==> config.mk <==
export PLATFORM = sky130hd
export DESIGN_NAME = instr_decode
export DESIGN_NICKNAME = d
export VERILOG_FILES = /design/src/design/proc_pkg.sv /design/src/design/instr_decode.sv
export SDC_FILE = /design/constraint.sdc
export NUM_CORES = 1
export LEC_CHECK = 0
export BUFFER_PORTS_ARGS = -buffer_cell sky130_fd_sc_hd__clkbuf_2
export CAP_MARGIN = 10
export CORE_AREA = 5 5 115 117
export DETAILED_ROUTE_END_ITERATION = 8
export DIE_AREA = 0 0 120 122
export GPL_ROUTABILITY_DRIVEN = 1
export PLACE_DENSITY = 0.52
export SLEW_MARGIN = 0
export SYNTH_ARGS = -nofsm -noshare
export SYNTH_HDL_FRONTEND = slang
export SYNTH_SLANG_ARGS = --single-unit
==> constraint.sdc <==
create_clock -name vclk -period 3.2
set_clock_uncertainty 0.2 [all_clocks]
set_input_delay 0.48 -clock vclk [all_inputs]
set_output_delay 0.48 -clock vclk [all_outputs]
set_load 0.01 [all_outputs]
==> src/design/proc_pkg.sv <==
package proc_pkg;

    ////////////////////////////////////////
    // Widths and sizes
    ////////////////////////////////////////
    localparam int XLEN      = 64;
    localparam int BYTE_W    = 8;
    localparam int INSTR_W   = 32;
    localparam int REG_COUNT = 32;
    localparam int REG_IDX_W = 5;
    localparam int PM_ADDR_W = 6;

    ////////////////////////////////////////
    // Opcodes and function codes
    ////////////////////////////////////////
    localparam logic [6:0] OPC_R_TYPE = 7'b0110011;
    localparam logic [6:0] OPC_I_TYPE = 7'b0010011;
    // Reserved, marks the end of a downloaded program
    localparam logic [6:0] OPC_FINISH = 7'b0001011;

    localparam logic [9:0] F10_ADD  = 10'b0000000000;
    localparam logic [9:0] F10_SUB  = 10'b1000000000;
    localparam logic [9:0] F10_SLL  = 10'b0000000001;
    localparam logic [9:0] F10_SLT  = 10'b0000000010;
    localparam logic [9:0] F10_SLTU = 10'b0000000011;
    localparam logic [9:0] F10_XOR  = 10'b0000000100;
    localparam logic [9:0] F10_SRL  = 10'b0000000101;
    localparam logic [9:0] F10_OR   = 10'b0000000110;
    localparam logic [9:0] F10_AND  = 10'b0000000111;
    localparam logic [9:0] F10_MUL  = 10'b0000001000;

    localparam logic [2:0] F3_ADDI  = 3'b000;
    localparam logic [2:0] F3_SLLI  = 3'b001;
    localparam logic [2:0] F3_SLTI  = 3'b010;
    localparam logic [2:0] F3_SLTIU = 3'b011;
    localparam logic [2:0] F3_XORI  = 3'b100;
    localparam logic [2:0] F3_SRLI  = 3'b101;
    localparam logic [2:0] F3_ORI   = 3'b110;
    localparam logic [2:0] F3_ANDI  = 3'b111;

    ////////////////////////////////////////
    // Instruction word views
    ////////////////////////////////////////
    typedef struct packed {
        logic [REG_IDX_W-1:0] rd;
        logic [REG_IDX_W-1:0] rs1;
        logic [REG_IDX_W-1:0] rs2;
        logic [9:0]           funct10;
        logic [6:0]           opcode;
    } r_fields_t;

    // Immediate sits where rs2 and the upper funct10 bits are in R-type
    typedef struct packed {
        logic [REG_IDX_W-1:0] rd;
        logic [REG_IDX_W-1:0] rs1;
        logic [4:0]           imm_hi;
        logic [6:0]           imm_lo;
        logic [2:0]           funct3;
        logic [6:0]           opcode;
    } i_fields_t;

    typedef union packed {
        r_fields_t r_view;
        i_fields_t i_view;
    } instr_u;

    typedef enum logic [3:0] {
        alu_add,
        alu_sub,
        alu_sll,
        alu_srl,
        alu_slt,
        alu_sltu,
        alu_and,
        alu_xor,
        alu_or,
        alu_mul
    } alu_op_t;

    typedef struct packed {
        alu_op_t         op;
        logic [XLEN-1:0] a;
        logic [XLEN-1:0] b;
    } alu_req_t;

    typedef struct packed {
        logic                 valid;
        logic [REG_IDX_W-1:0] rd;
        logic [XLEN-1:0]      data;
    } wb_t;

    typedef struct packed {
        logic [PM_ADDR_W-1:0] addr;
        logic [BYTE_W-1:0]    data;
    } pm_wr_t;

    typedef enum logic [1:0] {
        mode_idle,
        mode_load,
        mode_run
    } proc_mode_t;

endpackage

==> src/design/instr_decode.sv <==
`timescale 1ns/100ps

module instr_decode (
    input  proc_pkg::instr_u               instr_q,
    input  logic [proc_pkg::XLEN-1:0]      rs1_data,
    input  logic [proc_pkg::XLEN-1:0]      rs2_data,
    output logic [proc_pkg::REG_IDX_W-1:0] rs1_idx,
    output logic [proc_pkg::REG_IDX_W-1:0] rs2_idx,
    output proc_pkg::alu_req_t             req,
    output logic                           legal
);
    import proc_pkg::*;

    r_fields_t       r_f;
    i_fields_t       i_f;
    logic [XLEN-1:0] imm_ext;

    assign r_f = instr_q.r_view;
    assign i_f = instr_q.i_view;

    // rd and rs1 share positions in both views
    assign rs1_idx = r_f.rs1;
    assign rs2_idx = r_f.rs2;
    assign imm_ext = {{(XLEN - 12){1'b0}}, i_f.imm_hi, i_f.imm_lo};

    always_comb begin
        req.op = alu_add;
        req.a  = rs1_data;
        req.b  = rs2_data;
        legal  = 1'b0;
        case (r_f.opcode)
            OPC_R_TYPE: begin
                legal = 1'b1;
                case (r_f.funct10)
                    F10_ADD:  req.op = alu_add;
                    F10_SUB:  req.op = alu_sub;
                    F10_SLL:  req.op = alu_sll;
                    F10_SRL:  req.op = alu_srl;
                    F10_SLT:  req.op = alu_slt;
                    F10_SLTU: req.op = alu_sltu;
                    F10_AND:  req.op = alu_and;
                    F10_XOR:  req.op = alu_xor;
                    F10_OR:   req.op = alu_or;
                    F10_MUL:  req.op = alu_mul;
                    default:  legal  = 1'b0;
                endcase
            end
            OPC_I_TYPE: begin
                // Every funct3 value has an I-type form
                legal = 1'b1;
                req.b = imm_ext;
                case (i_f.funct3)
                    F3_ADDI:  req.op = alu_add;
                    F3_SLLI:  req.op = alu_sll;
                    F3_SRLI:  req.op = alu_srl;
                    F3_SLTI:  req.op = alu_slt;
                    F3_SLTIU: req.op = alu_sltu;
                    F3_XORI:  req.op = alu_xor;
                    F3_ORI:   req.op = alu_or;
                    F3_ANDI:  req.op = alu_and;
                endcase
            end
            default: begin
                legal = 1'b0;
            end
        endcase
    end

endmodule

Yosys cells after proc, flatten, opt, wreduce, memory -nomap -nowiden --
Memories as Yosys holds them, arrays and structs flattened. Cells that the tools add are included.
Word-level totals: bits of input ports 160, logic and storage cells 19, ROM bits 32, bits in latches 0, register bits 0, bits in writable memories 0, output and inout port bits 143, memories 1
Memory list:
- (name not given) | depth 8, bits a word 4, read ports 1, clocked after Yosys merged registers in 0, wr ports 0, RTL line instr_decode.sv:52 | case (i_f.funct3)
Operators by class: mux-type cells 5, bitwise gates (word level) 0, equal/unequal tests 11, reductions and logical operators 2, add/subtract/negate cells 0, multipliers 0, shifts and indexed selects 0, order comparisons 0, div/mod/pow operators 0
Operator list (number):
- 2-to-1 mux 64 bit | 1
- equality test 10 x 3 -> 1 bit (second input constant) | 4
- case mux 4 bit (9 select lines) | 1
- equality test 10 x 2 -> 1 bit (second input constant) | 2
- equality test 10 x 1 -> 1 bit (second input constant) | 1
- equality test 10 bit (second input constant) | 1
- equality test 10 x 4 -> 1 bit (second input constant) | 1
- logical NOT 10 bit | 1
- OR reduction 10 bit | 1
- case mux 4 bit (2 select lines) | 1
- equality test 7 x 5 -> 1 bit (second input constant) | 1
- equality test 7 x 6 -> 1 bit (second input constant) | 1
- case mux 1 bit (2 select lines) | 1
- 2-to-1 mux 1 bit | 1

Depth between registers and ports, before layout --
depth in word-level cells 4, mapped depth 6, gate-level depth less buffers 6

Worst setup path after synthesis --
No wires, ideal clock.
kind in2out, from input instr_q[12] (netlist bit), to output req[129] (netlist bit), data arrival time 1765 ps, buffers on the path 0, path slack 755 ps, stages 3, cell sequence or4_4 o41a_1 nor4_1
RTL lines:
- start, declared | RTL line instr_decode.sv:4 | input proc_pkg::instr_u instr_q,
- end, declared | RTL line instr_decode.sv:9 | output proc_pkg::alu_req_t req,

==> reports/results.tsv <==
metric	value	unit
status	complete, no violations	
Area Overhead vs Synth	30.9	%
post-synth top area share	40.3	%
Synth warnings	0	
Max VDD drop	0.0172	mV
Netlist Area Pre-Place	1380	um^2
ant diodes	0	
Synth area leader	buf_4	
DR vias	1462	
Post-route DRC	0	
register area share after synthesis	0	%
Synth cell types	29	
CTS resizes	0	
pwr/cell area	106	nW/um^2
grt ovf	0	
Slew @ Worst Pin	0.303	ns
post-route insts no fill	421	
metal2 WL	3060	um
CP Launch Type	input pin	
Final Hold Fails	0	
drt via density	3.47	
fin nets	438	
Critical Path RT	2.52	ns
routability congestion estimate	0.734	
Initial Util	11.3	%
pin count of the biggest net entering global routing	38	
cell total after placement	421	
top cells by area, synth	buf_4 (40%), nor2b_1 (24%), mux2_2 (9.8%)	
Synth Area per Inst	7.26	um^2
P_leak	1.01	nW
final core utilization	14.7	%
Syn Nets	355	
Tcrit/Tclk final	84.3	%
Total Routing Usage GR	7.35	%
Met3 Routed Length	783	um
Max-cap violations	0	
Rel. slew slack	79.6	%
WHS	0.760	ns
unrepaired setup endpoints after global routing	false	
arrival time at the worst endpoint	2.02	ns
# rows	41	
Place WS	0.477	ns
antenna-violating nets left	0	
share of post-route cells with drive strength above 1	66.1	%
hold crit path type	input pin to primary output	
final wirelength	6090	um
P_int	0.000100	W
most frequent cell after synthesis	buf_4	
slack of the critical path	0.504	ns
core footprint	12300	um^2
Seq cells	0	
quantity of hold-fixing buffers added after cts	0	
sw frac	47.7	%
initial antenna violation count	0	
Tmin final	2.70	ns
Detail Placement HPWL	5740	um
first-pass GRT wire length	8550	um
final slew viol count	0	
M1 WL	2140	um
critical path type	input pin to primary output	
clock buf count	0	
FMAX	371	MHz
cell count after synthesis	190	
endpoint type of the worst setup path	primary output	
IO Pins	303	
Final Setup Violations	0	
die area	14600	um^2
clock power share	0	%
vias in the first global route	1480	
I/O Buffers	160	
Reg area	0	um^2
Gate power share	100.0	%
Die W	120	um
setup_tns	0	ns
Post-synth top cells	buf_4 (74), nor2b_1 (52), mux2_2 (12), a21oi_1 (7), buf_2 (6)	
largest fanout on the critical path	2	
sequential power share	0	%
number of fillers in the final layout	1414	
Pre-Repair DR Iteration Count	4	
Die H	122	um
Starting DRT DRC Count	16	
DR top layer	met4	
Post-CTS Setup Repair Bufs	0	
Sw Pwr	0.0000915	W
routed wire length per instance	14.5	um
per-stage QoR:
step / power (W) / cell area [um^2]
global route: 0.000213 / 1810
CTS: 0.000197 / 1810
global placement: 0.000197 / 1810
detailed placement: 0.000197 / 1810
floorplan: 0.000177 / 1380
finish: 0.000192 / 1810
final timing paths:
kind                    startpoint  cells past startpoint       end  slack (ns)
worst max-delay path   instr_q[12]                      5  req[129]        0.50
worst min-delay path  rs1_data[23]                      0   req[87]        0.76
power by group through the flow:
stage               Sequential, W  Combinational (W)  Clock, W
floorplan                       0           0.000177         0
global placement                0           0.000197         0
detailed placement              0           0.000197         0
CTS                             0           0.000197         0
global route                    0           0.000213         0
finish                          0           0.000192         0
logic make-up (layout without fill, tap and decap cells):
| group | after synthesis | count (layout) | share of synthesized area (%) |
|---|---|---|---|
| buffers and inverters | 87 | 168 | 44.9 |
| AND/OR/NAND/NOR | 69 | 69 | 31.6 |
| XOR/XNOR | 1 | 1 | 0.635 |
| adder cells (fa/ha/maj) | 5 | 5 | 4.53 |
| multiplexers | 15 | 15 | 12.1 |
| AO/OA/AOI/OAI | 13 | 13 | 6.26 |
final cells by class:
type	count	area, um^2	area share, %
Inverter	4	15.0	0.831
Timing Repair Buffer	164	843	46.7
Multi-Input combinational cell	103	761	42.1
Tap cell	150	188	10.4
per-layer routing:
layer,vias up,track usage (%)
li1,696,-
met5,-,0
met1,632,7.95
met4,0,1.57
met2,116,13.5
met3,18,2.92
cell usage in the layout, fill, tap and decap left out, types with 2 or more instances in the layout:
cell / count
o211ai_1: 2
nor3_1: 2
buf_4: 3
inv_1: 4
nor2b_1: 52
nand2_1: 2
nand3_1: 3
clkbuf_2: 160
a21oi_1: 7
mux2_2: 12
ha_1: 5
mux2_1: 2
nor2_1: 2
worst max-delay path: stages:
cell	delay [ns]
clkbuf_2	0.09
or4_4	0.55
o41a_1	0.36
nor4_1	0.33
clkbuf_2	0.20
Power figures use the tool's default switching activity.
