File: src/design/proc_pkg.sv
package proc_pkg;

    ////////////////////////////////////////
    // Widths and sizes
    ////////////////////////////////////////
    localparam int XLEN      = 64;
    localparam int BYTE_W    = 8;
    localparam int INSTR_W   = 32;
    localparam int REG_COUNT = 32;
    localparam int REG_IDX_W = 5;
    localparam int PM_ADDR_W = 6;

    ////////////////////////////////////////
    // Opcodes and function codes
    ////////////////////////////////////////
    localparam logic [6:0] OPC_R_TYPE = 7'b0110011;
    localparam logic [6:0] OPC_I_TYPE = 7'b0010011;
    // Reserved, marks the end of a downloaded program
    localparam logic [6:0] OPC_FINISH = 7'b0001011;

    localparam logic [9:0] F10_ADD  = 10'b0000000000;
    localparam logic [9:0] F10_SUB  = 10'b1000000000;
    localparam logic [9:0] F10_SLL  = 10'b0000000001;
    localparam logic [9:0] F10_SLT  = 10'b0000000010;
    localparam logic [9:0] F10_SLTU = 10'b0000000011;
    localparam logic [9:0] F10_XOR  = 10'b0000000100;
    localparam logic [9:0] F10_SRL  = 10'b0000000101;
    localparam logic [9:0] F10_OR   = 10'b0000000110;
    localparam logic [9:0] F10_AND  = 10'b0000000111;
    localparam logic [9:0] F10_MUL  = 10'b0000001000;

    localparam logic [2:0] F3_ADDI  = 3'b000;
    localparam logic [2:0] F3_SLLI  = 3'b001;
    localparam logic [2:0] F3_SLTI  = 3'b010;
    localparam logic [2:0] F3_SLTIU = 3'b011;
    localparam logic [2:0] F3_XORI  = 3'b100;
    localparam logic [2:0] F3_SRLI  = 3'b101;
    localparam logic [2:0] F3_ORI   = 3'b110;
    localparam logic [2:0] F3_ANDI  = 3'b111;

    ////////////////////////////////////////
    // Instruction word views
    ////////////////////////////////////////
    typedef struct packed {
        logic [REG_IDX_W-1:0] rd;
        logic [REG_IDX_W-1:0] rs1;
        logic [REG_IDX_W-1:0] rs2;
        logic [9:0]           funct10;
        logic [6:0]           opcode;
    } r_fields_t;

    // Immediate sits where rs2 and the upper funct10 bits are in R-type
    typedef struct packed {
        logic [REG_IDX_W-1:0] rd;
        logic [REG_IDX_W-1:0] rs1;
        logic [4:0]           imm_hi;
        logic [6:0]           imm_lo;
        logic [2:0]           funct3;
        logic [6:0]           opcode;
    } i_fields_t;

    typedef union packed {
        r_fields_t r_view;
        i_fields_t i_view;
    } instr_u;

    typedef enum logic [3:0] {
        alu_add,
        alu_sub,
        alu_sll,
        alu_srl,
        alu_slt,
        alu_sltu,
        alu_and,
        alu_xor,
        alu_or,
        alu_mul
    } alu_op_t;

    typedef struct packed {
        alu_op_t         op;
        logic [XLEN-1:0] a;
        logic [XLEN-1:0] b;
    } alu_req_t;

    typedef struct packed {
        logic                 valid;
        logic [REG_IDX_W-1:0] rd;
        logic [XLEN-1:0]      data;
    } wb_t;

    typedef struct packed {
        logic [PM_ADDR_W-1:0] addr;
        logic [BYTE_W-1:0]    data;
    } pm_wr_t;

    typedef enum logic [1:0] {
        mode_idle,
        mode_load,
        mode_run
    } proc_mode_t;

endpackage

File: src/design/register_file.sv
`timescale 1ns/100ps

module register_file (
    input  logic                           clk,
    input  logic                           rst_n,
    input  logic [proc_pkg::REG_IDX_W-1:0] rs1_idx,
    input  logic [proc_pkg::REG_IDX_W-1:0] rs2_idx,
    input  logic                           wb_en,
    input  logic [proc_pkg::REG_IDX_W-1:0] wb_rd,
    input  logic [proc_pkg::XLEN-1:0]      result,
    output logic [proc_pkg::XLEN-1:0]      rs1_data,
    output logic [proc_pkg::XLEN-1:0]      rs2_data,
    output proc_pkg::wb_t                  wb
);
    import proc_pkg::*;

    logic [XLEN-1:0] regs [REG_COUNT];
    wb_t             wb_q;

    // Asynchronous read ports
    assign rs1_data = regs[rs1_idx];
    assign rs2_data = regs[rs2_idx];
    assign wb       = wb_q;

    // x0 is an ordinary register here
    always_ff @(posedge clk or negedge rst_n) begin
        if (!rst_n) begin
            for (int i = 0; i < REG_COUNT; i++) begin
                regs[i] <= '0;
            end
            wb_q <= '0;
        end else begin
            wb_q.valid <= wb_en;
            if (wb_en) begin
                regs[wb_rd] <= result;
                wb_q.rd     <= wb_rd;
                wb_q.data   <= result;
            end
        end
    end

endmodule

File: config.mk
export PLATFORM = sky130hd
export DESIGN_NAME = register_file
export DESIGN_NICKNAME = d
export VERILOG_FILES = /design/src/design/proc_pkg.sv /design/src/design/register_file.sv
export SDC_FILE = /design/constraint.sdc
export NUM_CORES = 2
export LEC_CHECK = 0
export BUFFER_PORTS_ARGS = -buffer_cell sky130_fd_sc_hd__buf_4
export CORE_MARGIN = 4
export CORE_UTILIZATION = 53
export DETAILED_ROUTE_END_ITERATION = 12
export PLACE_DENSITY = 0.69
export SETUP_SLACK_MARGIN = 0.2
export SYNTH_ARGS = -nofsm -noshare
export SYNTH_HDL_FRONTEND = slang
export SYNTH_SLANG_ARGS = --single-unit
File: constraint.sdc
create_clock -name clk -period 9.1 [get_ports clk]
set_clock_uncertainty 0.05 [all_clocks]
set_input_delay 1.82 -clock clk [delete_from_list [all_inputs] [get_ports clk]]
set_output_delay 1.82 -clock clk [all_outputs]
set_load 0.02 [all_outputs]
# --- After elaboration in Yosys (flattened, before gate mapping) ---
# Cells that the tools add are included.
totals:
  regBits: 2118
  output_inout_bits: 198
  wordCells: 52
classes:
  magnitude_cmp: 4
  n_mux: 9
  bitwise: 3
  n_reduce_logical: 1
op_table:
  columns: ["operator", "n"]
  rows:
  - ["bitwise mux 2048 bit", 1]
  - ["binary-select mux 64 bit (select 5 bit)", 2]
  - ["demux 64 bit (select 5 bit)", 1]
  - ["2-to-1 mux 64 bit", 5]
  - [">= comparator 6 bit (second input constant)", 3]
  - ["NOT 5 -> 6 bit", 3]
  - ["< comparator 6 x 1 -> 1 bit (second input constant)", 1]
  - ["logical AND 1 bit", 1]

# --- Longest topological paths before layout ---
depth:
  word_depth: 6
  mapped_depth: 9

# --- Worst setup path before layout ---
# No wires, ideal clock.
synth_timing:
  path_type: "input -> output"
  start: "in rs2_idx[0] (netlist bit)"
  end: "out rs2_data[15] (netlist bit)"
  arrival_ns: 3.832
  required_ns: 7.230
  path_slack_ns: 3.398
  stages: 5
  cell_sequence: "buf_2 -> buf_1 -> mux4_2 -> mux4_2 -> mux2_2"
synth_via:
  elab_chain_len: 4
synth_rtl:
  columns: ["element", "line_no", "rtl"]
  rows:
  - ["from (decl)", "register_file.sv:7", "input logic [proc_pkg::REG_IDX_W-1:0] rs2_idx,"]
  - ["NOT 5 -> 6 bit (implied by the code)", "register_file.sv:22", "assign rs2_data = regs[rs2_idx];"]
  - ["binary-select mux 64 bit (select 5 bit)", "register_file.sv:22", null]
  - ["2-to-1 mux 64 bit (implied by the code) (2 in series)", "register_file.sv:22", null]
  - ["to (decl)", "register_file.sv:12", "output logic [proc_pkg::XLEN-1:0] rs2_data,"]
# Every way passes these cells. The select of a mux whose other input is x is not followed.

# --- Final worst setup path ---
layout_timing:
  start: "in rs1_idx[3] (netlist bit)"
  end: "out rs1_data[59] (netlist bit)"
layout_via:
  elab_chain_len: 4
layout_rtl:
  columns: ["element", "line_no", "rtl"]
  rows:
  - ["from (decl)", "register_file.sv:6", "input logic [proc_pkg::REG_IDX_W-1:0] rs1_idx,"]
  - ["NOT 5 -> 6 bit (implied by the code)", "register_file.sv:21", "assign rs1_data = regs[rs1_idx];"]
  - ["binary-select mux 64 bit (select 5 bit)", "register_file.sv:21", null]
  - ["2-to-1 mux 64 bit (implied by the code) (2 in series)", "register_file.sv:21", null]
  - ["to (decl)", "register_file.sv:11", "output logic [proc_pkg::XLEN-1:0] rs1_data,"]
# Every way passes these cells. The select of a mux whose other input is x is not followed.

==> results.md <==
* Ys async rst share at 100%
* Placed inst area at 115000 sq um
* Via-per-instance ratio at 6.92
* Synth Net Count at 6680
* First-pass GRT wire length at 485000 um
* Final worst path period share at 77.2%
* Gpl congestion at 0.781
* Initial antenna violation count at 4
* Most frequent cells in the layout: dfrtp_1 (2118), mux2_2 (1979), mux4_2 (1168)
* WL per Instance at 34.4 um
* CTS buffer count at 224
* Initial Utilization at 53.4%
* Clock latency on the worst-skew pair at 0.85 ns
* Final min period at 7.03 ns
* Outcome: completed
* Max-slew headroom at 4.16%
* Drt initial violations at 5869
* Gr ovfl total at 0
* Die area at 216000 sq um
* Synth Warn # at 0
* Largest net degree at the start of global routing at 177
* Top FF cell, synth: dfrtp_1
* Hold_buf cts at 0
* Final Max Slew Viols at 0
* DR vias at 65800
* Syn_area_per_cell at 16.8 sq um
* Worst Tran Pin Value at 1.44 ns
* PD cells at 228 nW/um^2
* Post-DP HPWL at 180000 um
* H-tree depth at 4
* WS Path Type: in -> out
* Maximum fanout along the worst path at 40
* P&R area growth vs syn at 10.9%
* Max-Cap Viols at 0
* RSZ-0062 raised after global routing: no
* GRT Total Usage at 30.5%
* VDD IR-drop max at 227 uV
* Clock root buffer: clkbuf_16
* Final #Nets at 6613
* Hold Vio Cnt, Final at 0
* DIE HEIGHT at 465 um
* Post-route setup TNS at 0 ns
* # setup viols final at 0
* Power, Total at 27900 uW
* Post_cts resized at 0
* LEAKAGE at 0.0530 uW
* Setup repair bufs after CTS at 0
* Most common cell after layout, fill and taps aside: dfrtp_1
* Hold Path Class: reg -> reg
* Clock transition at path regs at 0.06 ns
* Setup crit start kind: input pin
* Vias in the first global route at 69400
* Post-synthesis sequential area ratio at 47.9%
* CTS tree: built
* Row count at 167
* DRT Wirelength at 327000 um
* Synth unique cells at 34
* Num Clock Sinks at 2118
* Arr. time, crit path at 5.16 ns
* Maximum clock insertion buffer count at 3
* Critical Path RT at 7.23 ns
* Mapped Cells at 6598
* Core area at 207000 sq um
* Yosys reg bits at 2118
* Post-route cell area at 123000 sq um
* # DRC at 0
* Pre-antenna DRT Iters at 5
* Port Buffers at 279
* Peak Freq at 142 MHz
* Area of the mapped netlist at 111000 sq um
* Post-DRT Antenna Nets at 0
* Die width at 465 um
* Setup crit end kind: primary output
* Number of synthesized flops with an enable pin at 0
* Num ports at 280
* Share of cells above drive strength 1 at 59.3%
==> final cells by class <==
cell class              count  area (sq um)
well taps                2788          3490
diodes                      5          12.5
clock inverters            80           851
clock buffers             331          6670
inverters                   1          3.75
repair buffers            424          3810
flip-flops and latches   2118         53000
multi-input cells        3762         54800
fillers                 15600         84600
==> path summary, 6_finish.rpt <==
kind                                          end  cells past startpoint  slack [ns]                    from
setup reg to reg           regs[1520]$_DFFE_PN0P_                      1        8.22  regs[1520]$_DFFE_PN0P_
max in group asynchronous  regs[1238]$_DFFE_PN0P_                      3        5.84                   rst_n
hold / removal               regs[86]$_DFFE_PN0P_                      1        0.45    regs[86]$_DFFE_PN0P_
min in group asynchronous   regs[698]$_DFFE_PN0P_                      1        0.83                   rst_n
setup / recovery                     rs1_data[59]                      6        2.07              rs1_idx[3]
hold reg to reg              regs[86]$_DFFE_PN0P_                      1        0.45    regs[86]$_DFFE_PN0P_
==> cell usage after synthesis, types with 2 or more instances <==
cell type,n,share of area [%]
nand3_1,2,0.0090
o21ai_0,3,0.014
clkbuf_1,453,1.5
mux4_2,1168,24
a221oi_1,39,0.31
dfrtp_1,2118,48
and2_1,2,0.011
mux2_2,1979,20
nor2b_1,5,0.028
a21oi_1,2,0.0090
mux2_1,320,3.3
a211oi_1,4,0.027
nand2b_1,3,0.017
mux2i_1,115,1.0
nor3b_1,4,0.027
buf_2,170,0.77
buf_6,8,0.081
a221o_1,13,0.12
a21boi_0,2,0.014
nand3b_1,4,0.027
nor2_1,18,0.061
nand2_1,18,0.061
o22ai_1,53,0.30
buf_1,58,0.20
buf_4,28,0.19
==> state kept, by name, summed over array words and instances (netlist names) <==
name  count
wb       70
regs   2048
==> where the power goes <==
| group | leakage, uW | switching (uW) | internal [uW] |
|---|---|---|---|
| logic | 0.0222 | 2320 | 3670 |
| clock network | 0.00374 | 3890 | 5490 |
| registers | 0.0270 | 1320 | 11200 |
| total | 0.0530 | 7530 | 20400 |
==> stage by stage <==
stage / utilization [%] / std cells / worst slack (ns) / hold WS, ns
2_1_floorplan: - / 6598 / 3.40 / 0.420
3_3_place_gp: 55.5 / 9093 / 1.96 / 0.430
3_5_place_dp: 55.5 / 9093 / 1.96 / 0.440
4_1_cts: 59.2 / 9504 / 1.95 / 0.454
5_1_grt: 59.2 / 9507 / 1.91 / 0.462
6_report: 59.2 / 9509 / 2.07 / 0.450
==> metal layers <==
metal	vias up	global-route usage [%]	part of all wire [%]
met1	36800	42.4	41
met5	-	0	0
met2	2638	49.2	49
li1	25800	-	-
met3	592	5.44	6.9
met4	0	9.93	3.6
==> cell families (layout without fill, tap and decap cells) <==
| group | count (synthesis) | count (layout) | synth area share (%) |
|---|---|---|---|
| other cells | 0 | 5 | 0 |
| mux | 3582 | 3582 | 48.2 |
| compound gates | 117 | 117 | 0.796 |
| buf+inv | 718 | 836 | 2.78 |
| simple gates | 63 | 63 | 0.285 |
| flops | 2118 | 2118 | 47.9 |
==> worst max-delay path, stage by stage <==
cell	delay (ns)
buf_6	0.55
or2_2	0.62
buf_4	0.51
o22ai_1	0.30
a221oi_1	0.97
buf_4	0.29
No activity file was read; power rests on OpenSTA's default activity.
