$ cat src/design/proc_pkg.sv
package proc_pkg;

    ////////////////////////////////////////
    // Widths and sizes
    ////////////////////////////////////////
    localparam int XLEN      = 64;
    localparam int BYTE_W    = 8;
    localparam int INSTR_W   = 32;
    localparam int REG_COUNT = 32;
    localparam int REG_IDX_W = 5;
    localparam int PM_ADDR_W = 6;

    ////////////////////////////////////////
    // Opcodes and function codes
    ////////////////////////////////////////
    localparam logic [6:0] OPC_R_TYPE = 7'b0110011;
    localparam logic [6:0] OPC_I_TYPE = 7'b0010011;
    // Reserved, marks the end of a downloaded program
    localparam logic [6:0] OPC_FINISH = 7'b0001011;

    localparam logic [9:0] F10_ADD  = 10'b0000000000;
    localparam logic [9:0] F10_SUB  = 10'b1000000000;
    localparam logic [9:0] F10_SLL  = 10'b0000000001;
    localparam logic [9:0] F10_SLT  = 10'b0000000010;
    localparam logic [9:0] F10_SLTU = 10'b0000000011;
    localparam logic [9:0] F10_XOR  = 10'b0000000100;
    localparam logic [9:0] F10_SRL  = 10'b0000000101;
    localparam logic [9:0] F10_OR   = 10'b0000000110;
    localparam logic [9:0] F10_AND  = 10'b0000000111;
    localparam logic [9:0] F10_MUL  = 10'b0000001000;

    localparam logic [2:0] F3_ADDI  = 3'b000;
    localparam logic [2:0] F3_SLLI  = 3'b001;
    localparam logic [2:0] F3_SLTI  = 3'b010;
    localparam logic [2:0] F3_SLTIU = 3'b011;
    localparam logic [2:0] F3_XORI  = 3'b100;
    localparam logic [2:0] F3_SRLI  = 3'b101;
    localparam logic [2:0] F3_ORI   = 3'b110;
    localparam logic [2:0] F3_ANDI  = 3'b111;

    ////////////////////////////////////////
    // Instruction word views
    ////////////////////////////////////////
    typedef struct packed {
        logic [REG_IDX_W-1:0] rd;
        logic [REG_IDX_W-1:0] rs1;
        logic [REG_IDX_W-1:0] rs2;
        logic [9:0]           funct10;
        logic [6:0]           opcode;
    } r_fields_t;

    // Immediate sits where rs2 and the upper funct10 bits are in R-type
    typedef struct packed {
        logic [REG_IDX_W-1:0] rd;
        logic [REG_IDX_W-1:0] rs1;
        logic [4:0]           imm_hi;
        logic [6:0]           imm_lo;
        logic [2:0]           funct3;
        logic [6:0]           opcode;
    } i_fields_t;

    typedef union packed {
        r_fields_t r_view;
        i_fields_t i_view;
    } instr_u;

    typedef enum logic [3:0] {
        alu_add,
        alu_sub,
        alu_sll,
        alu_srl,
        alu_slt,
        alu_sltu,
        alu_and,
        alu_xor,
        alu_or,
        alu_mul
    } alu_op_t;

    typedef struct packed {
        alu_op_t         op;
        logic [XLEN-1:0] a;
        logic [XLEN-1:0] b;
    } alu_req_t;

    typedef struct packed {
        logic                 valid;
        logic [REG_IDX_W-1:0] rd;
        logic [XLEN-1:0]      data;
    } wb_t;

    typedef struct packed {
        logic [PM_ADDR_W-1:0] addr;
        logic [BYTE_W-1:0]    data;
    } pm_wr_t;

    typedef enum logic [1:0] {
        mode_idle,
        mode_load,
        mode_run
    } proc_mode_t;

endpackage

$ cat src/design/program_loader.sv
`timescale 1ns/100ps

module program_loader #(
    parameter int unsigned FINISH_TIMEOUT = 125000
) (
    input  logic                        clk,
    input  logic                        rst_n,
    input  logic                        rx_flag,
    input  logic [proc_pkg::BYTE_W-1:0] rx_byte,
    input  logic                        pm_idle,
    output logic                        rx_use,
    output proc_pkg::pm_wr_t            pm_wr,
    output logic                        pm_wr_ins,
    output proc_pkg::proc_mode_t        mode,
    output logic                        load_done
);
    import proc_pkg::*;

    localparam int TMR_W = $clog2(FINISH_TIMEOUT + 1);

    typedef enum logic [1:0] {
        ld_wait_byte,
        ld_pop,
        ld_write
    } ld_state_t;

    proc_mode_t           mode_q;
    ld_state_t            ld_state;
    logic [1:0]           byte_pos;
    logic                 finish_q;
    logic [PM_ADDR_W-1:0] addr_q;
    logic [BYTE_W-1:0]    data_q;
    logic [TMR_W-1:0]     empty_cnt;
    logic                 finish_hit;
    logic                 timeout_hit;

    // Opcode byte of a word is the first of every four
    assign finish_hit  = (byte_pos == 2'd0) && (rx_byte[6:0] == OPC_FINISH);
    assign timeout_hit = !rx_flag && (empty_cnt == TMR_W'(FINISH_TIMEOUT - 1));

    assign rx_use    = (ld_state == ld_pop);
    assign pm_wr_ins = (ld_state == ld_write) && pm_idle;
    assign pm_wr.addr = addr_q;
    assign pm_wr.data = data_q;
    assign mode      = mode_q;

    ////////////////////////////////////////
    // Empty FIFO timer
    ////////////////////////////////////////
    always_ff @(posedge clk or negedge rst_n) begin
        if (!rst_n) begin
            empty_cnt <= '0;
        end else if (mode_q == mode_load && ld_state == ld_wait_byte && !rx_flag) begin
            empty_cnt <= empty_cnt + 1'b1;
        end else begin
            empty_cnt <= '0;
        end
    end

    ////////////////////////////////////////
    // Mode and load FSM
    ////////////////////////////////////////
    always_ff @(posedge clk or negedge rst_n) begin
        if (!rst_n) begin
            mode_q    <= mode_idle;
            ld_state  <= ld_wait_byte;
            byte_pos  <= 2'd0;
            finish_q  <= 1'b0;
            addr_q    <= '0;
            load_done <= 1'b0;
        end else begin
            load_done <= 1'b0;
            case (mode_q)
                mode_idle: begin
                    if (rx_flag) begin
                        mode_q <= mode_load;
                    end
                end
                mode_load: begin
                    case (ld_state)
                        ld_wait_byte: begin
                            if (rx_flag) begin
                                finish_q <= finish_hit;
                                ld_state <= ld_pop;
                            end else if (timeout_hit) begin
                                mode_q    <= mode_run;
                                load_done <= 1'b1;
                            end
                        end
                        ld_pop: begin
                            byte_pos <= byte_pos + 2'd1;
                            // Finish byte leaves the FIFO but never reaches memory
                            if (finish_q) begin
                                mode_q    <= mode_run;
                                load_done <= 1'b1;
                                ld_state  <= ld_wait_byte;
                            end else begin
                                ld_state <= ld_write;
                            end
                        end
                        ld_write: begin
                            if (pm_idle) begin
                                addr_q   <= addr_q + 1'b1;
                                ld_state <= ld_wait_byte;
                            end
                        end
                        default: ld_state <= ld_wait_byte;
                    endcase
                end
                default: begin
                    // Run mode is kept until reset
                end
            endcase
        end
    end

    // Head byte, taken as it is popped
    always_ff @(posedge clk) begin
        if (mode_q == mode_load && ld_state == ld_wait_byte && rx_flag) begin
            data_q <= rx_byte;
        end
    end

    // Write held off by a busy memory keeps address and data, no pop meanwhile
    a_hold_while_busy : assert property (
        @(posedge clk) disable iff (!rst_n)
        (ld_state == ld_write && !pm_idle) |=> !rx_use && $stable(pm_wr));

    // Popped byte is the one held for the write
    a_pop_matches_data : assert property (
        @(posedge clk) disable iff (!rst_n) rx_use |-> (pm_wr.data == rx_byte));

endmodule

$ cat config.mk
export PLATFORM = sky130hd
export DESIGN_NAME = program_loader
export DESIGN_NICKNAME = d
export VERILOG_FILES = /design/src/design/proc_pkg.sv /design/src/design/program_loader.sv
export SDC_FILE = /design/constraint.sdc
export NUM_CORES = 1
export LEC_CHECK = 0
export ABC_AREA = 0
export BUFFER_PORTS_ARGS = -buffer_cell sky130_fd_sc_hd__buf_2
export CORE_ASPECT_RATIO = 1.2
export CORE_MARGIN = 8
export CORE_UTILIZATION = 49
export DETAILED_ROUTE_END_ITERATION = 6
export HOLD_SLACK_MARGIN = 0.08
export PLACE_DENSITY = 0.73
export SYNTH_ARGS = -nofsm -noshare
export SYNTH_HDL_FRONTEND = slang
export SYNTH_SLANG_ARGS = --single-unit
$ cat constraint.sdc
create_clock -name clk -period 2.2 [get_ports clk]
set_input_delay 0.11 -clock clk [delete_from_list [all_inputs] [get_ports clk]]
set_output_delay 0.11 -clock clk [all_outputs]
set_load 0.02 [all_outputs]
# Word level (Yosys, flattened, before mapping)
# Cells that the tools add are included.
[op_classes] n_addsub=3 n_div=0 n_mux=15 n_shift=0 n_eq_ne=12 magnitude_cmp=0 n_bitwise=0 mul=0 reduce_logical=16
[ops] operator="$add A17 B1 Y17 const B" count=1
[ops] operator="$eq A17 B17 Y1 const B" count=1
[ops] operator="$mux W17" count=1
[ops] operator="$mux W2" count=6
[ops] operator="$ne A3 B3 Y1 const B" count=3
[ops] operator="$reduce_and A3 Y1" count=3
[ops] operator="$pmux W2 S2" count=2
[ops] operator="$eq A7 B4 Y1 const B" count=1
[ops] operator="$add A6 B1 Y6 const B" count=1
[ops] operator="$logic_and A1 B1 Y1" count=6
[ops] operator="$logic_not A2 Y1" count=3
[ops] operator="$ne A2 B2 Y1 const B" count=3
[ops] operator="$pmux W2 S3" count=1
[ops] operator="$reduce_and A6 Y1" count=1
[ops] operator="$eq A2 B1 Y1 const B" count=2
[ops] operator="$mux W1" count=4
[ops] operator="$ne A3 B2 Y1 const B" count=1
[ops] operator="$add A2 B1 Y2 const B" count=1
[ops] operator="$eq A2 B2 Y1 const B" count=1
[ops] operator="$pmux W1 S2" count=1
[ops] operator="$reduce_and A2 Y1" count=1
[ops] operator="$reduce_bool A2 Y1" count=1
[ops] operator="$logic_not A1 Y1" count=1
[totals] ramBits=0 output_inout_bits=19 inputBits=12 rom_bits=0 register_bits=39 latchBits=0 word_cells=54 n_memories=0

# Depth between registers and ports, before layout
# Gate-level depths: netlist of the first run.
[logic_depth] depth_word=6 ltp_mapped=5 ltp_nobuf=5

# Worst setup path before layout of the first run
# Ideal clock, no wire load.
[synth_path] path_type="register -> register" from="register mode_q[1], in the netlist mode[1]" to="register mode_q[0], in the netlist mode[0]" path_buffers=1 setup_ns=0.120 setup_slack_ns=0.109 stages_incl_launch_ff=6 required_ns=2.080 period_less_slack_ns=2.091 arrival_ns=1.971 cell_sequence="dfrtp_1 or4b_4 or2_1 buf_6 or4_4 o211a_1"
[synth_between] elab_chain_len=3 word_cells_on_any_way=10 classes_between="eq/ne (6); mux (1); reduce/logical (3)"
[synth_lines] item="start, declared" line="program_loader.sv:27" source="proc_mode_t mode_q;"
[synth_lines] item="start signal, assigned" line="program_loader.sv:65" source="mode_q <= mode_idle;"
[synth_lines] item="start signal, assigned" line="program_loader.sv:76" source="mode_q <= mode_load;"
[synth_lines] item="start signal, assigned" line="program_loader.sv:86" source="mode_q <= mode_run;"
[synth_lines] item="$eq A2 B1 Y1 or $logic_not A2 Y1 (tied branches)" line="program_loader.sv:73" source="case (mode_q)"
[synth_lines] item="$ne A3 B3 Y1 (no source line), or another cell as far along"
[synth_lines] item="$reduce_and A6 Y1 (no source line)"
# Several ways; a longest one is shown, not always the timed one.
# A chain may end at the register's enable or synchronous reset.

# Final worst setup path of the first run
[layout_path] from="register ld_state[1]" to="register mode_q[0], in the netlist mode[0]"
[layout_between] elab_chain_len=3 word_cells_on_any_way=9 classes_between="eq/ne (5); mux (2); reduce/logical (2)"
[layout_lines] item="start, declared" line="program_loader.sv:28" source="ld_state_t ld_state;"
[layout_lines] item="start signal, assigned" line="program_loader.sv:66" source="ld_state <= ld_wait_byte;"
[layout_lines] item="start signal, assigned" line="program_loader.sv:84" source="ld_state <= ld_pop;"
[layout_lines] item="start signal, assigned" line="program_loader.sv:96" source="ld_state <= ld_wait_byte;"
[layout_lines] item="$eq A2 B1 Y1 or $logic_not A2 Y1 (tied branches)" line="program_loader.sv:80" source="case (ld_state)"
[layout_lines] item="$pmux W2 S2, or another cell as far along" line="program_loader.sv:80"
[layout_lines] item="$pmux W2 S2 or $reduce_and A6 Y1 (tied branches)"
[layout_lines] item="end signal, assigned" line="program_loader.sv:76"
[layout_lines] item="end signal, assigned" line="program_loader.sv:86"
[layout_lines] item="end signal, assigned" line="program_loader.sv:94" source="mode_q <= mode_run;"
# Several ways; a longest one is shown, not always the timed one.

==> impl_metrics.yaml, run 1 <==
synthesis:
  synthMuxAreaShare_pct: 1.888
  netlist_area_mm2: 0.001723
  synth-compound-area-share_pct: 4.067
  ys_seq_elements: 39
  syn_nets: 167
  synth_top_family_by_area: "simple AND/OR/NAND/NOR gates"
  ys_types: 35
  yosysWarnings: 0
  avgSynthCellArea_um2: 11.33
  synth_adder_area_share_pct: 2.179
  synth-xor-area-share_pct: 8.134
  netlist_instances: 152
  ys_seq_area_share_pct: 58.97
  synth_simple_gate_area_share_pct: 22.37
global_routing:
  grt.met1_usage_pct: 15.65
  grt_use_met3_pct: 5.603
  use_met2_pct: 22.60
  grt_util_all_layers_pct: 13.92
  antenna_found_initial: 0
  top_usage_layer: "met2"
  grt_pass1_vias: 1283
  grt_pass1_wl_um: 6313
  grt_max_degree: 32
  overflow: 0
clocking:
  clk_path_buf_depth: 2
  cts_sinks: 39
  clk_latency_ps: 290
  cts_setup_buffers: 0
  hold_buffers: 9
  clkTransAtPathRegs_ps: 70
  cts_resized: 0
  cts_root_buf: "clkbuf_8"
  cts_tree: "yes"
  htreeDepth: 2
  cts_buffers: 5
timing:
  rsz0062_at_grt: "false"
  final-hold-violation-count: 0
  setup_violations: 0
  tightest_slew_ps: 703.3
  drv_slew: 0
  period_share_pct: 91.94
  maxSlewHeadroom_pct: 53.11
  finClkSkew_ps: 4.486
  period_needed_ps: 2023
  fmax_mhz: 494.4
  setup_tns_ps: 0
placed_design:
  post-dp-hpwl_um: 2490
  dpl_cell_area_mm2: 0.001927
  portBuffers: 30
  place_congestion: 0.8115
finish:
  drive_gt1_share_pct: 22.11
  fin_nets: 213
  finish.instance_area_mm2: 0.002098
  multi_input_area_um2: 665.6
  mostFrequentLayoutCells: "dfrtp_1 (31), buf_2 (30), nand2_1 (14), nor2_1 (14), xnor2_1 (10)"
  nFillCells: 287
  antennaDiodeCount: 0
  regArea_mm2: 0.001016
  layout_commonest_cell: "dfrtp_1"
  area_growth_pct: 21.79
power_and_ir_drop:
  vdd_drop_max_mv: 0.4923
  clkPwrFrac_pct: 37.0
  p_int_uw: 978.1
  power_leakage_nw: 0.9442
  p_sw_uw: 251.8
  seqPwrFrac_pct: 59.9
  powerDensity_mw_per_mm2: 586.1
  power.share.switching_pct: 20.47
  total_power_mw: 1.230
  pwr-share-comb_pct: 3.1
die:
  core_mm2: 0.003367
  die-area_mm2: 0.005677
  io_pins: 31
  num_rows: 23
  die_w_um: 70.13
  initial_core_util_pct: 51.17
  die_h_um: 80.96
critical_path:
  crit_chain: "or4b_4, or2_1, or4_4, o211a_1"
  slowest_stage: "or4b_4"
  ff2ff_path_depth: 4
  crit_fanout: 6
  start_kind: "flop"
  crit_arrival_ps: 2210
  end_kind: "flop"
  crit_type: "flop to flop"
  r2r-start: "ld_state[1]"
  r2r_end: "mode[0]"
  required_ps: 2390
  regToRegSetupSlack_ps: 180
  slowest_delay_ps: 560
routing:
  wl_per_cell_um: 15.41
  drt-total-wl_um: 3636
  drt_iter0_drc: 26
  route.detailed.drc: 0
  vias: 1276
  antenna_left: 0
  dr.pass1.iters: 4
  avgViaCountPerCell: 5.407
worst_hold_path:
  hold_class: "input pin to flop"
  holdCritStartpoint: "rx_flag"
  holdPathEnd: "ld_state[0]"
  whs_path_depth: 3
outcome:
  status: "completed"
job:
  drv_cap: 0
worst max path at each step:
stage	from	end	slack [ps]	cells past startpoint
after floorplan	mode[1]	mode[0]	110	5
after global placement	ld_state[1]	mode[0]	220	4
after detailed placement	ld_state[1]	mode[0]	180	4
after CTS	ld_state[1]	mode[0]	180	4
after global routing	ld_state[1]	mode[0]	90	4
final	ld_state[1]	mode[0]	180	4
registers in the layout, indices dropped and copies added, names as in the netlist:
name       count
finish_q       1
mode           2
load_done      1
ld_state       2
empty_cnt     17
addr_q         6
byte_pos       2
data_q         8
critical path: cells and delay by family (launching register included):
kind | cells | cell delay (ps)
AO/OA/AOI/OAI | 1 | 140
flip-flops | 1 | 440
AND/OR/NAND/NOR | 3 | 1340
per-layer routing:
layer / share of wire, % / vias to the layer above / wire length, um
met4: 1.9 / 0 / 68
met3: 7.3 / 6 / 265
met5: 0 / - / 0
li1: - / 627 / -
met1: 43 / 602 / 1548
met2: 48 / 41 / 1753
power by group through the flow:
stage,Sequential (mW),Combinational [mW],Clock [mW]
CTS,0.737,0.0390,0.473
detailed placement,0.751,0.0264,0
global route,0.737,0.0426,0.497
floorplan,0.752,0.00223,0
finish,0.737,0.0380,0.455
global placement,0.751,0.0249,0
cell type report:
cell class              count  area share (%)
inverters                   5          0.8945
flip-flops and latches     39           48.42
well taps                  37           2.206
clock inverters             1          0.2385
clock buffers               7           3.637
repair buffers             43           12.88
multi-input cells         104           31.72
cells by family (layout without fill, tap and decap cells):
| logic type | count (synthesis) | count (layout) |
|---|---|---|
| and+or+nand+nor | 70 | 70 |
| DFF | 39 | 39 |
| xor gates and xnor gates | 16 | 16 |
| AOI/OAI and AO/OA | 12 | 12 |
| buffers and inverters | 9 | 56 |
| adders and majority gates | 3 | 3 |
| muxes | 3 | 3 |
per-stage QoR:
step                instances  hold slack [ps]  utilization [%]  worst slack [ps]
global route              236            141.3            62.32             90.10
floorplan                 152           -185.6                -             108.7
finish                    236            133.8            62.32             177.3
CTS                       236            124.4            62.32             176.3
global placement          219            177.2            57.23             223.6
detailed placement        219            200.4            57.23             178.5
Yosys cell counts:
| library cell | number | area share, % |
|---|---|---|
| o31ai_1 | 2 | 0.87 |
| nor2_1 | 14 | 3.1 |
| and2_1 | 2 | 0.73 |
| nand2b_1 | 2 | 0.73 |
| nand4b_1 | 1 | 0.51 |
| nor4b_1 | 1 | 0.51 |
| or4b_4 | 1 | 0.80 |
| clkbuf_1 | 3 | 0.65 |
| or4_4 | 1 | 0.65 |
| nand4_1 | 7 | 2.5 |
| and2_0 | 1 | 0.36 |
| nor3_1 | 2 | 0.58 |
| a21oi_1 | 4 | 1.2 |
| nand3b_1 | 2 | 0.87 |
| nand3_1 | 5 | 1.5 |
| inv_1 | 5 | 1.1 |
| mux2_2 | 2 | 1.3 |
| dfrtp_1 | 31 | 45 |
| buf_6 | 1 | 0.65 |
| or3_1 | 3 | 1.1 |
| nand2_1 | 14 | 3.1 |
| nor2b_1 | 2 | 0.73 |
| xor2_1 | 6 | 3.1 |
| ha_1 | 3 | 2.2 |
| and4_1 | 1 | 0.51 |
| xnor2_1 | 10 | 5.1 |
| o21ai_0 | 5 | 1.5 |
| o211a_1 | 1 | 0.58 |
| nor4_1 | 2 | 0.73 |
| edfxtp_1 | 8 | 14 |
| and3_1 | 5 | 1.8 |
| mux2i_1 | 1 | 0.58 |
| or2_1 | 1 | 0.36 |
| or4_1 | 2 | 0.87 |
| nor3b_1 | 1 | 0.44 |
(Power assumes the default switching activity.)
==> run 2, diff against run 1 <==
==> constraint.sdc (replaced) <==
create_clock -name clk -period 1.7 [get_ports clk]
set_input_delay 0.085 -clock clk [delete_from_list [all_inputs] [get_ports clk]]
set_output_delay 0.085 -clock clk [all_outputs]
set_load 0.02 [all_outputs]
==> impl_metrics.yaml, run 2 (same netlist as run 1, synthesis figures left out) <==
worst_hold_path:
  whs_path_depth: 3
  hold_class: "input pin to flop"
routing:
  drt_iter0_drc: 34
  route.detailed.drc: 0
  avgViaCountPerCell: 5.410
  vias: 1358
  antenna_left: 0
  dr.pass1.iters: 6
  drt-total-wl_um: 3761
  wl_per_cell_um: 14.98
finish:
  area_growth_pct: 29.41
  largest_reg_flops: 17
  drive_gt1_share_pct: 32.24
  antennaDiodeCount: 0
  reg_top3: "empty_cnt: 17 flops, data_q: 8 flops, addr_q: 6 flops"
  layout.cells.non_filler: 251
  max_flop_register: "empty_cnt"
  layout_commonest_cell: "buf_2"
  mostFrequentLayoutCells: "buf_2 (30), dfrtp_1 (29), buf_4 (19)"
  fin_nets: 228
job:
  drv_cap: 0
clocking:
  cts_buffers: 5
  htreeDepth: 2
  cts_tree: "yes"
  clk_path_buf_depth: 2
  cts_root_buf: "clkbuf_8"
  clkTransAtPathRegs_ps: 70
  cts_sinks: 39
  clk_latency_ps: 290
global_routing:
  grt_pass1_wl_um: 6341
  antenna_found_initial: 0
  overflow: 0
  grt_util_all_layers_pct: 13.72
  grt_max_degree: 32
  grt_pass1_vias: 1360
critical_path:
  start_kind: "flop"
  crit_fanout: 3
  crit_type: "flop to flop"
  end_kind: "flop"
  slowest_delay_ps: 550
  crit_arrival_ps: 2020
  required_ps: 1880
  crit_chain: "or4b_4, or2_1, or4_4, o211a_1"
  ff2ff_path_depth: 4
  slowest_stage: "or4b_4"
die:
  core_mm2: 0.003367
  die_h_um: 80.96
  num_rows: 23
  initial_core_util_pct: 51.17
  die_w_um: 70.13
  die-area_mm2: 0.005677
  io_pins: 31
placed_design:
  post-dp-hpwl_um: 2662
  place_congestion: 0.8110
  portBuffers: 30
  place_inst: 231
timing:
  drv_slew: 0
  period_share_pct: 108.5
  finClkSkew_ps: 5.382
  period_needed_ps: 1845
  tightest_slew_ps: 676.9
  fmax_mhz: 541.9
  setup_ws_ps: -145.3
  setup_violations: 3
  final-hold-violation-count: 0
  rsz0062_at_grt: "true"
  maxSlewHeadroom_pct: 54.88
outcome:
  status: "finished, violations left"
  violations: "setup timing"
power_and_ir_drop:
  power_leakage_nw: 1.016
  vdd_drop_max_mv: 0.6848
  total_power_mw: 1.596
  powerDensity_mw_per_mm2: 715.6
[run 2: cell types whose count changed in the layout (fill, tap and decap cells not counted), moves of 2 or more]
cell and change:
clkbuf_1 -2, buf_4 +15, nor2_1 -3, nor2_2 +3, dfrtp_1 -2, dfrtp_2 +2
clkinv_2 +2
[run 2: layout make-up]
type	instances	area, um2
timing repair buffer	58	382.9
tap	37	46.29
multi-input combinational	104	679.4
inverter	5	18.77
fill	266	1137
clock buffer	5	68.82
sequential	39	1018
clock inverter	3	15.01
[run 2: metrics by stage]
stage,cell area (um2),hold WS (ps),setup WS (ps),TNS [ps],util (%)
2_1_floorplan,1725,-210.6,-368.9,-902.1,-
3_3_place_gp,2019,153.3,-216.9,-451.6,59.98
3_5_place_dp,2019,155.4,-237.9,-496.8,59.98
4_1_cts,2201,123.5,-148.5,-245.9,65.37
5_1_grt,2230,178.2,-175.1,-450.9,66.22
6_report,2230,153.6,-145.3,-246.2,66.22
[run 2: final timing paths]
kind                             start       endpoint  slack, ps
hold / removal                 rx_flag  empty_cnt[12]        150
min in group asynchronous        rst_n   empty_cnt[3]        360
setup reg to reg           ld_state[1]        mode[0]       -150
max in group asynchronous        rst_n        mode[1]        860
hold reg to reg              addr_q[5]      addr_q[5]        470
setup / recovery           ld_state[1]        mode[0]       -150
[run 2: critical path: cells and delay by family, from the launching register on]
kind             cells  cell delay [ps]
AND/OR/NAND/NOR      3             1220
flip-flops           1              380
AO/OA/AOI/OAI        1              150
[run 2: timing repair]
action / 4_1_cts / 5_1_grt
endpoints found under the hold margin: 39 / 0
gates resized for setup: 0 / 7
buffers inserted: 1 / 4
hold buffers: 9 / 0
pin swaps: 2 / 3
setup endpoints to repair: 3 / 26
[run 2: where the power goes]
part           total [mW]  internal (mW)  switching (mW)  leakage [nW]
combinational      0.0491         0.0243          0.0248         0.480
sequential          0.954          0.954               0         0.488
clock               0.593          0.280           0.312        0.0477
[run 2: routing by layer]
metal	GRT usage, %	up-vias	wire (um)
met5	0	-	0
met4	6.841	0	93
met3	4.385	12	194
met2	24.34	39	1938
met1	14.53	656	1535
li1	-	651	-
